[config.mk]
export PLATFORM = sky130hd
export DESIGN_NAME = azToLsp
export DESIGN_NICKNAME = d
export VERILOG_FILES = /design/src/azLspPkg.sv /design/src/coeffIf.sv /design/src/azToLsp.sv /design/src/rootSearch.sv /design/src/fracDivide.sv /design/src/chebEval.sv /design/src/polyCoeffBuilder.sv
export VERILOG_INCLUDE_DIRS = /design/src
export SDC_FILE = /design/constraint.sdc
export NUM_CORES = 2
export LEC_CHECK = 0
export ABC_AREA = 1
export BUFFER_PORTS_ARGS = -buffer_cell sky130_fd_sc_hd__buf_2
export CAP_MARGIN = 20
export CORE_MARGIN = 5
export CORE_UTILIZATION = 50
export DETAILED_ROUTE_END_ITERATION = 8
export PLACE_DENSITY_LB_ADDON = 0.12
export SYNTH_ARGS = -nofsm -noshare
export SYNTH_HDL_FRONTEND = slang
export SYNTH_SLANG_ARGS = --single-unit
export TNS_END_PERCENT = 10
[constraint.sdc]
create_clock -name clk -period 21.2 [get_ports clk]
set_input_delay 3.18 -clock clk [delete_from_list [all_inputs] [get_ports clk]]
set_output_delay 3.18 -clock clk [all_outputs]
set_load 0.02 [all_outputs]
[src/azLsp_cfg.svh]
`ifndef AZLSP_CFG_SVH
`define AZLSP_CFG_SVH

// Frame shape
`define LPC_ORDER 10
`define HALF_ORDER 6

`define WORD_W 16
`define ACC_W 32

// Root search
`define GRID_POINTS 60
`define BISECT_STEPS 4

// Q constants
`define F_ONE 16'sd2048 // 1.0 in Q11
`define DIV_NUM 16'd16383 // 0.5 in Q15
`define INTERP_SHIFT 20
`define YLOW_SHIFT 11

`endif
[src/azLspPkg.sv]
package azLspPkg;

`include "azLsp_cfg.svh"

	////////////////////
	// Tables

	// Cosine grid, Q15, falling
	localparam logic signed [`WORD_W-1:0] gridTable [0:`GRID_POINTS] = '{
		32760, 32723, 32588, 32364, 32051, 31651,
		31164, 30591, 29935, 29196, 28377, 27481,
		26509, 25465, 24351, 23170, 21926, 20621,
		19260, 17846, 16384, 14876, 13327, 11743,
		10125, 8480, 6812, 5126, 3425, 1714,
		0, -1714, -3425, -5126, -6812, -8480,
		-10125, -11743, -13327, -14876, -16384, -17846,
		-19260, -20621, -21926, -23170, -24351, -25465,
		-26509, -27481, -28377, -29196, -29935, -30591,
		-31164, -31651, -32051, -32364, -32588, -32723,
		-32760
	};

	// LSPs taken as previous frame after reset
	localparam logic signed [`WORD_W-1:0] lspInit [0:`LPC_ORDER-1] = '{
		30000, 26000, 21000, 15000, 8000, 0, -8000, -15000, -21000, -26000
	};

	////////////////////
	// Saturating Q15 arithmetic
	//
	// F1 and F2 in Q11, with a[] in Q12:
	//   F1[0] = F2[0] = 1.0
	//   F1[i+1] = a[i+1] + a[10-i] - F1[i]
	//   F2[i+1] = a[i+1] - a[10-i] + F2[i]

	function automatic logic signed [`WORD_W-1:0] satAdd(
		input logic signed [`WORD_W-1:0] a,
		input logic signed [`WORD_W-1:0] b);
		logic signed [`WORD_W:0] sum;
		sum = a + b;
		if (sum > 17'sd32767)
			return 16'sh7fff;
		else if (sum < -17'sd32768)
			return 16'sh8000;
		return sum[`WORD_W-1:0];
	endfunction

	function automatic logic signed [`WORD_W-1:0] negSat(
		input logic signed [`WORD_W-1:0] a);
		if (a == 16'sh8000)
			return 16'sh7fff;
		return -a;
	endfunction

	function automatic logic signed [`WORD_W-1:0] multQ15(
		input logic signed [`WORD_W-1:0] a,
		input logic signed [`WORD_W-1:0] b);
		logic signed [`ACC_W-1:0] prod;
		prod = a * b;
		prod = prod >>> 15;
		if (prod > 32'sd32767)
			return 16'sh7fff; // only -1 * -1
		return prod[`WORD_W-1:0];
	endfunction

	function automatic logic signed [`WORD_W-1:0] satMac(
		input logic signed [`WORD_W-1:0] acc,
		input logic signed [`WORD_W-1:0] a,
		input logic signed [`WORD_W-1:0] b);
		return satAdd(acc, multQ15(a, b));
	endfunction

endpackage

[src/coeffIf.sv]
`timescale 1ns/1ps
`include "azLsp_cfg.svh"

interface coeffIf (input logic clk);

	logic signed [`WORD_W-1:0] f1 [`HALF_ORDER];
	logic signed [`WORD_W-1:0] f2 [`HALF_ORDER];
	logic req;
	logic ack;

	modport builder
	(
		input clk,
		input ack,
		output f1,
		output f2,
		output req
	);

	modport search
	(
		input clk,
		input f1,
		input f2,
		input req,
		output ack
	);

endinterface

[src/azToLsp.sv]
`timescale 1ns/1ps
`include "azLsp_cfg.svh"

module azToLsp
(
	input logic clk,
	input logic reset,
	input logic lpcReq,
	output logic lpcAck,
	input logic signed [`WORD_W-1:0] lpcCoeffs [`LPC_ORDER],
	output logic lspReq,
	input logic lspAck,
	output logic signed [`WORD_W-1:0] lspWord [`LPC_ORDER],
	output logic fallback
);

	// F1/F2 hand-off between the stages
	coeffIf link (.clk(clk));

	polyCoeffBuilder builder
	(
		.clk(clk),
		.reset(reset),
		.lpcReq(lpcReq),
		.lpcAck(lpcAck),
		.lpcCoeffs(lpcCoeffs),
		.out(link.builder)
	);

	rootSearch search
	(
		.clk(clk),
		.reset(reset),
		.in(link.search),
		.lspReq(lspReq),
		.lspAck(lspAck),
		.lspWord(lspWord),
		.fallback(fallback)
	);

endmodule

[src/rootSearch.sv]
`timescale 1ns/1ps
`include "azLsp_cfg.svh"

module rootSearch
(
	input logic clk,
	input logic reset,
	coeffIf.search in,
	output logic lspReq,
	input logic lspAck,
	output logic signed [`WORD_W-1:0] lspWord [`LPC_ORDER],
	output logic fallback
);
	import azLspPkg::*;

	localparam logic [3:0] S_IDLE = 4'd0;
	localparam logic [3:0] S_ACK = 4'd1;
	localparam logic [3:0] S_LOW_START = 4'd2;
	localparam logic [3:0] S_LOW_EVAL = 4'd3;
	localparam logic [3:0] S_STEP = 4'd4;
	localparam logic [3:0] S_GRID_EVAL = 4'd5;
	localparam logic [3:0] S_BISECT = 4'd6;
	localparam logic [3:0] S_MID_EVAL = 4'd7;
	localparam logic [3:0] S_INTERP = 4'd8;
	localparam logic [3:0] S_DIVIDE = 4'd9;
	localparam logic [3:0] S_STORE = 4'd10;
	localparam logic [3:0] S_FINISH = 4'd11;
	localparam logic [3:0] S_OUT = 4'd12;
	localparam logic [3:0] S_OUT_DONE = 4'd13;

	logic [3:0] state;
	logic [5:0] gridIdx;
	logic [3:0] rootCount;
	logic [2:0] bisectCount;
	logic ipSel;

	logic signed [`WORD_W-1:0] f1Reg [`HALF_ORDER];
	logic signed [`WORD_W-1:0] f2Reg [`HALF_ORDER];
	logic signed [`WORD_W-1:0] lspNew [`LPC_ORDER];
	logic signed [`WORD_W-1:0] lspOld [`LPC_ORDER];
	logic signed [`WORD_W-1:0] xLow, xHigh, xMid, yLow, yHigh, xInt;
	logic signed [`WORD_W-1:0] xDiff;
	logic ySign;
	logic [3:0] normExp;

	logic chebStart, chebDone;
	logic signed [`WORD_W-1:0] chebX, chebValue;
	logic signed [`WORD_W-1:0] chebCoeffs [`HALF_ORDER];
	logic divStart, divDone;
	logic [`WORD_W-1:0] divDen, divQuot;

	logic signed [`WORD_W:0] yDiff, yAbsWide;
	logic [`WORD_W-1:0] yAbs;
	logic signed [`ACC_W-1:0] stepProd, lowProd;
	logic signed [`WORD_W-1:0] yStep, interpX;
	logic signChange, midChange;

	function automatic logic [3:0] normShift(input logic [`WORD_W-1:0] v);
		logic [3:0] n;
		logic found;
		n = '0;
		found = 1'b0;
		for (int i = `WORD_W-2; i >= 0; i--)
		begin
			if (!found)
			begin
				if (v[i])
					found = 1'b1;
				else
					n = n + 4'd1;
			end
		end
		return n;
	endfunction

	always_comb
	begin
		for (int k = 0; k < `HALF_ORDER; k++)
			chebCoeffs[k] = ipSel ? f2Reg[k] : f1Reg[k];
	end

	// Product <= 0 means a root in between
	assign signChange = (chebValue == '0) || (yHigh == '0)
		|| (chebValue[`WORD_W-1] != yHigh[`WORD_W-1]);
	assign midChange = (chebValue == '0) || (yLow == '0)
		|| (chebValue[`WORD_W-1] != yLow[`WORD_W-1]);

	assign yDiff = yHigh - yLow;
	assign yAbsWide = yDiff[`WORD_W] ? -yDiff : yDiff;
	assign yAbs = (yAbsWide > 17'sd32767) ? 16'h7fff : yAbsWide[`WORD_W-1:0];

	////////////////////
	// Interpolation from divider result
	always_comb
	begin
		stepProd = (xDiff * $signed({1'b0, divQuot[`WORD_W-2:0]})) <<< 1;
		stepProd = stepProd >>> (`INTERP_SHIFT - normExp);
		yStep = ySign ? -stepProd[`WORD_W-1:0] : stepProd[`WORD_W-1:0];
		lowProd = (yLow * yStep) <<< 1;
		lowProd = lowProd >>> `YLOW_SHIFT;
		interpX = xLow - lowProd[`WORD_W-1:0];
	end

	chebEval cheb
	(
		.clk(clk),
		.reset(reset),
		.start(chebStart),
		.coeffs(chebCoeffs),
		.x(chebX),
		.done(chebDone),
		.value(chebValue)
	);

	fracDivide div
	(
		.clk(clk),
		.reset(reset),
		.start(divStart),
		.num(`DIV_NUM),
		.den(divDen),
		.done(divDone),
		.quot(divQuot)
	);

	always_ff @(posedge clk)
	begin
		if (reset)
		begin
			state <= S_IDLE;
			in.ack <= 1'b0;
			lspReq <= 1'b0;
			fallback <= 1'b0;
			chebStart <= 1'b0;
			divStart <= 1'b0;
			rootCount <= '0;
			gridIdx <= '0;
			bisectCount <= '0;
			ipSel <= 1'b0;
			lspOld <= lspInit;
		end
		else
		begin
			chebStart <= 1'b0;
			divStart <= 1'b0;
			case (state)
				S_IDLE:
					if (in.req)
					begin
						f1Reg <= in.f1;
						f2Reg <= in.f2;
						in.ack <= 1'b1;
						state <= S_ACK;
					end
				S_ACK:
					if (!in.req)
					begin
						in.ack <= 1'b0;
						rootCount <= '0;
						gridIdx <= '0;
						ipSel <= 1'b0;
						xLow <= gridTable[0];
						state <= S_LOW_START;
					end
				S_LOW_START:
				begin
					chebX <= xLow;
					chebStart <= 1'b1;
					state <= S_LOW_EVAL;
				end
				S_LOW_EVAL:
					if (chebDone)
					begin
						yLow <= chebValue;
						state <= S_STEP;
					end
				S_STEP:
					if (rootCount == `LPC_ORDER || gridIdx == `GRID_POINTS)
						state <= S_FINISH;
					else
					begin
						gridIdx <= gridIdx + 6'd1;
						xHigh <= xLow;
						yHigh <= yLow;
						xLow <= gridTable[gridIdx+1];
						chebX <= gridTable[gridIdx+1];
						chebStart <= 1'b1;
						state <= S_GRID_EVAL;
					end
				S_GRID_EVAL:
					if (chebDone)
					begin
						yLow <= chebValue;
						bisectCount <= '0;
						state <= signChange ? S_BISECT : S_STEP;
					end
				S_BISECT:
					if (bisectCount == `BISECT_STEPS)
						state <= S_INTERP;
					else
					begin
						xMid <= (xLow >>> 1) + (xHigh >>> 1);
						chebX <= (xLow >>> 1) + (xHigh >>> 1);
						chebStart <= 1'b1;
						state <= S_MID_EVAL;
					end
				S_MID_EVAL:
					if (chebDone)
					begin
						if (midChange)
						begin
							xHigh <= xMid;
							yHigh <= chebValue;
						end
						else
						begin
							xLow <= xMid;
							yLow <= chebValue;
						end
						bisectCount <= bisectCount + 3'd1;
						state <= S_BISECT;
					end
				S_INTERP:
				begin
					xDiff <= xHigh - xLow;
					ySign <= yDiff[`WORD_W];
					normExp <= normShift(yAbs);
					divDen <= yAbs << normShift(yAbs);
					if (yDiff == '0)
					begin
						xInt <= xLow; // Flat segment
						state <= S_STORE;
					end
					else
					begin
						divStart <= 1'b1;
						state <= S_DIVIDE;
					end
				end
				S_DIVIDE:
					if (divDone)
					begin
						xInt <= interpX;
						state <= S_STORE;
					end
				S_STORE:
				begin
					lspNew[rootCount] <= xInt;
					xLow <= xInt;
					rootCount <= rootCount + 4'd1;
					ipSel <= !ipSel; // F1 and F2 roots interlace
					state <= S_LOW_START;
				end
				S_FINISH:
				begin
					if (rootCount == `LPC_ORDER)
					begin
						lspWord <= lspNew;
						lspOld <= lspNew;
						fallback <= 1'b0;
					end
					else
					begin
						lspWord <= lspOld;
						fallback <= 1'b1;
					end
					lspReq <= 1'b1;
					state <= S_OUT;
				end
				S_OUT:
					if (lspAck)
					begin
						lspReq <= 1'b0;
						state <= S_OUT_DONE;
					end
				default:
					if (!lspAck)
						state <= S_IDLE;
			endcase
		end
	end

	rootLimit: assert property (@(posedge in.clk) disable iff (reset)
		state == S_STORE |-> rootCount < `LPC_ORDER);

endmodule

[src/fracDivide.sv]
`timescale 1ns/1ps
`include "azLsp_cfg.svh"

module fracDivide
(
	input logic clk,
	input logic reset,
	input logic start,
	input logic [`WORD_W-1:0] num,
	input logic [`WORD_W-1:0] den,
	output logic done,
	output logic [`WORD_W-1:0] quot
);

	logic busy;
	logic [4:0] step;
	logic [`WORD_W:0] rem, remShift;
	logic [`WORD_W-1:0] denReg;
	logic [`WORD_W-2:0] q;

	assign remShift = rem << 1;

	always_ff @(posedge clk)
	begin
		if (reset)
		begin
			busy <= 1'b0;
			done <= 1'b0;
			step <= '0;
		end
		else
		begin
			done <= 1'b0;
			if (start)
			begin
				busy <= 1'b1;
				step <= '0;
			end
			else if (busy)
			begin
				step <= step + 5'd1;
				if (step == 5'd16)
				begin
					busy <= 1'b0;
					done <= 1'b1;
				end
			end
		end
	end

	always_ff @(posedge clk)
	begin
		if (start)
		begin
			rem <= {1'b0, num};
			denReg <= den;
			q <= '0;
		end
		else if (busy && step < 5'd15)
		begin
			// One quotient bit per cycle
			if (remShift >= {1'b0, denReg})
			begin
				rem <= remShift - {1'b0, denReg};
				q <= {q[`WORD_W-3:0], 1'b1};
			end
			else
			begin
				rem <= remShift;
				q <= {q[`WORD_W-3:0], 1'b0};
			end
		end
		else if (busy && step == 5'd15)
			quot <= {1'b0, q};
	end

	denNonZero: assert property (@(posedge clk) disable iff (reset)
		start |-> den != '0 && num <= den);

endmodule

[src/chebEval.sv]
`timescale 1ns/1ps
`include "azLsp_cfg.svh"

module chebEval
(
	input logic clk,
	input logic reset,
	input logic start,
	input logic signed [`WORD_W-1:0] coeffs [`HALF_ORDER],
	input logic signed [`WORD_W-1:0] x,
	output logic done,
	output logic signed [`WORD_W-1:0] value
);
	import azLspPkg::*;

	logic busy;
	logic [2:0] step;
	logic signed [`WORD_W-1:0] cReg [`HALF_ORDER];
	logic signed [`WORD_W-1:0] xReg;
	logic signed [`WORD_W-1:0] b1, b2;
	logic signed [`WORD_W-1:0] bNext, finalVal;

	// b_k = 2x*b_{k+1} - b_{k+2} + f_k
	always_comb
	begin
		bNext = '0;
		if (step < 3'd5)
			bNext = satAdd(satMac(satMac(cReg[step], xReg, b1), xReg, b1), negSat(b2));
	end

	// Last term only half weight
	assign finalVal = satMac(satAdd(cReg[`HALF_ORDER-1] >>> 1, negSat(b2)), xReg, b1);

	always_ff @(posedge clk)
	begin
		if (reset)
		begin
			busy <= 1'b0;
			done <= 1'b0;
			step <= '0;
		end
		else
		begin
			done <= 1'b0;
			if (start)
			begin
				busy <= 1'b1;
				step <= '0;
			end
			else if (busy)
			begin
				step <= step + 3'd1;
				if (step == 3'd6)
				begin
					busy <= 1'b0;
					done <= 1'b1;
				end
			end
		end
	end

	always_ff @(posedge clk)
	begin
		if (start)
		begin
			cReg <= coeffs;
			xReg <= x;
			b1 <= '0;
			b2 <= '0;
		end
		else if (busy)
		begin
			if (step < 3'd5)
			begin
				b1 <= bNext;
				b2 <= b1;
			end
			else if (step == 3'd5)
				value <= finalVal;
		end
	end

	noRestart: assert property (@(posedge clk) disable iff (reset)
		start |-> !busy);

endmodule

[src/polyCoeffBuilder.sv]
`timescale 1ns/1ps
`include "azLsp_cfg.svh"

module polyCoeffBuilder
(
	input logic clk,
	input logic reset,
	input logic lpcReq,
	output logic lpcAck,
	input logic signed [`WORD_W-1:0] lpcCoeffs [`LPC_ORDER],
	coeffIf.builder out
);
	import azLspPkg::*;

	localparam logic [1:0] B_IDLE = 2'd0;
	localparam logic [1:0] B_CALC = 2'd1;
	localparam logic [1:0] B_HOLD = 2'd2;
	localparam logic [1:0] B_WAIT = 2'd3;

	logic [1:0] state;
	logic [2:0] idx;
	logic signed [`WORD_W-1:0] aReg [`LPC_ORDER];
	logic signed [`WORD_W:0] pairSum, pairDiff;
	logic capture;

	assign capture = (state == B_IDLE) && lpcReq && !lpcAck;

	// a[idx+1] and a[10-idx], halved to Q11
	assign pairSum = aReg[idx] + aReg[`LPC_ORDER-1-idx];
	assign pairDiff = aReg[idx] - aReg[`LPC_ORDER-1-idx];

	always_ff @(posedge clk)
	begin
		if (reset)
		begin
			state <= B_IDLE;
			idx <= '0;
			lpcAck <= 1'b0;
			out.req <= 1'b0;
		end
		else
		begin
			if (capture)
				lpcAck <= 1'b1;
			else if (!lpcReq)
				lpcAck <= 1'b0;

			case (state)
				B_IDLE:
					if (capture)
					begin
						idx <= '0;
						state <= B_CALC;
					end
				B_CALC:
				begin
					idx <= idx + 3'd1;
					if (idx == 3'd4)
					begin
						out.req <= 1'b1;
						state <= B_HOLD;
					end
				end
				B_HOLD:
					if (out.ack)
					begin
						out.req <= 1'b0;
						state <= B_WAIT;
					end
				default:
					if (!out.ack)
						state <= B_IDLE; // Back-pressure released
			endcase
		end
	end

	always_ff @(posedge clk)
	begin
		if (capture)
		begin
			aReg <= lpcCoeffs;
			out.f1[0] <= `F_ONE;
			out.f2[0] <= `F_ONE;
		end
		else if (state == B_CALC)
		begin
			out.f1[idx+1] <= satAdd(pairSum[`WORD_W:1], negSat(out.f1[idx]));
			out.f2[idx+1] <= satAdd(pairDiff[`WORD_W:1], out.f2[idx]);
		end
	end

	reqHeld: assert property (@(posedge out.clk) disable iff (reset)
		out.req && !out.ack |=> out.req);

endmodule

==> metrics.yaml <==
coreArea_um2: 194000
nFillCells: 17300
gp_routability_congestion: 0.932
die_y_um: 451
fin_cells: 13400
ys.flop_type: "edfxtp_1"
max_stage_delay_ps: 910
end_kind: "flip-flop"
drt_iter0_drc: 5652
cts_buffers: 154
layout_common_cells: "nand2_1 (2,289), inv_1 (1,823), edfxtp_1 (1,140), fa_1 (724), o21ai_0 (697)"
dp_cells: 13100
post-route-period-util_pct: 87.9
hold_viol: 0
synth_edf_count: 1140
worstMarginPinSlew_ps: 1280
clock-skew-final_ps: 37.2
via_count: 72500
cts_tree: "done"
grt_use_total_pct: 26.1
hpwlAfterDp_mm: 198
antennaDiodeCount: 0
synth-seq-cells: 1437
synthCells: 10600
path_clk_slew_ps: 70
placed_area_um2: 101000
cts-root-buf: "clkbuf_16"
ant_nets: 0
cts_setup_buffers: 0
die_w_um: 451
crit_required_ps: 21930
fmax_mhz: 53.6
drt_pass1_iterations: 6
grt_pass1_vias: 73500
drc: 0
initial_core_util_pct: 50.1
synth.distinct_cells: 71
grt_max_degree: 220
insertion_delay_ps: 800
maxSlewHeadroom_pct: 14.7
ys_warn_count: 0
layout.nets: 12100
synth-seq-area-share_pct: 41.2
status: "finished, final reports clean"
setup_viol: 0
multi_input_area_um2: 48700
h-tree-depth: 4
avgSynthCellArea_um2: 9.18
area_delta_synth_final_pct: 9.33
final_common_cell: "nand2_1"
worstPathArrival_ps: 19370
port_buffers: 326
critPathKind: "reg2reg"
syn_nets: 12000
vias_per_cell: 5.41
antenna_found_initial: 8
finalMaxSlewViolations: 0
gr-total-overflow: 0
synth_top_area_share_pct: 35.1
routed_wl_mm: 268
clk_path_buf_depth: 3
num_rows: 162
synth_area_leader_cell: "edfxtp_1"
hp-class: "reg2reg"
grt_pass1_wl_mm: 419
rsz0062_at_grt: "false"
cts.sinks: 1437
path_max_fanout: 18
crit_top_cell: "a21oi_1"
cts-hold-fix-buffers: 0
post-route-min-period_ps: 18640
ctsResizeCount: 0
wl_per_cell_um: 20.0
tns_ps: 0
drive_gt1_share_pct: 8.30
die-area_um2: 204000
ys_async_sr_fraction_pct: 0
regArea_um2: 40200
drv_cap: 0
yosys-top-cells-area: "edfxtp_1 (35%), fa_1 (15%), nand2_1 (8.8%), inv_1 (7.0%), ha_1 (6.4%)"
io_pins: 327
netlist_area_um2: 97400
final_cell_area_um2: 107000
critPathLaunchType: "flip-flop"
cpMaxStageDelayCell: "dfxtp_1"
==> kinds of logic (layout without fill, tap and decap cells) <==
| logic type | count (synthesis) | after routing | synth area share (%) |
|---|---|---|---|
| buf+inv | 2324 | 2565 | 9.00 |
| flops | 1437 | 1437 | 41.2 |
| simple gates | 3523 | 3523 | 14.8 |
| mux | 99 | 99 | 1.14 |
| compound gates | 1720 | 1720 | 9.90 |
| xor+xnor | 289 | 289 | 2.61 |
| fa+ha+maj | 1226 | 1226 | 21.3 |
==> layout make-up <==
cell class	instances	area share, %
Clock buffer	221	4.08
Clock inverter	65	0.686
Inverter	1864	6.57
Multi-Input combinational cell	6857	45.7
Sequential cell	1437	37.7
Tap cell	2542	2.99
Timing Repair Buffer	415	2.24
==> sequential cells by signal (all words and copies together) (netlist names), 16 cells and up <==
| register | count |
|---|---|
| builder.aReg | 160 |
| builder.out.f1 | 96 |
| builder.out.f2 | 96 |
| search.cheb.b1 | 16 |
| search.cheb.b2 | 16 |
| search.cheb.cReg | 96 |
| search.cheb.value | 16 |
| search.cheb.xReg | 16 |
| search.chebX | 16 |
| search.div.denReg | 16 |
| search.div.rem | 16 |
| search.divDen | 16 |
| search.f1Reg | 96 |
| search.f2Reg | 96 |
| search.lspNew | 160 |
| search.lspOld | 160 |
| search.lspWord | 160 |
| search.xDiff | 16 |
| search.xHigh | 16 |
| search.xInt | 16 |
| search.xLow | 16 |
| search.xMid | 16 |
| search.yHigh | 16 |
| search.yLow | 16 |
==> layer usage <==
metal  vias up  routed length, um  global-route usage, %
met3       399              14300                   3.38
met5         -                 12                      0
met1     35500             112000                   34.1
met4         2               8920                   8.27
met2      2053             133000                   45.5
li1      34500                  -                      -
==> critical path, delay by kind of cell, from the launching register on <==
kind                       cells  cell delay, ps
buffers and inverters          4             190
adders and majority gates     10            4570
xor gates and xnor gates       5            1530
AOI/OAI and AO/OA             39            6340
and+or+nand+nor               35            5000
DFF                            1             910
==> stage by stage <==
| stage | setup slack (ps) | hold slack, ps | utilization, % |
|---|---|---|---|
| after global placement | 3390 | 402 | 52.2 |
| after global routing | 783 | 425 | 54.8 |
| after detailed placement | 2960 | 405 | 52.2 |
| after floorplan | 6040 | 400 | - |
| after CTS | 2890 | 415 | 54.8 |
| final | 2560 | 413 | 54.8 |
==> worst paths after layout <==
path         slack, ps                              to                      startpoint  cells after the start
max               2560  search.cheb.b1[7]$_SDFFE_PP0P_  search.cheb.b1[3]$_SDFFE_PP0P_                     93
min                410  search.div.denReg[8]$_DFFE_PP_      search.divDen[8]$_DFFE_PP_                      0
max reg2reg       2560  search.cheb.b1[7]$_SDFFE_PP0P_  search.cheb.b1[3]$_SDFFE_PP0P_                     93
min reg2reg        410  search.div.denReg[8]$_DFFE_PP_      search.divDen[8]$_DFFE_PP_                      0
==> cells in the mapped netlist, types with 39 or more instances <==
cell type / n
ha_1: 502
dfxtp_1: 297
edfxtp_1: 1140
fa_1: 724
o21bai_1: 104
clkbuf_1: 423
nor3_1: 71
inv_1: 1828
nand2_1: 2289
xnor2_1: 74
nand4_1: 39
xor2_1: 213
a21oi_1: 633
mux2_2: 96
nand3_1: 354
or2_2: 50
o21ai_0: 697
o211ai_1: 91
nor2_1: 625
Power is left out: the tool's default activity adds up to more than one toggle a clock period on the data nets, which glitch-free logic cannot reach.
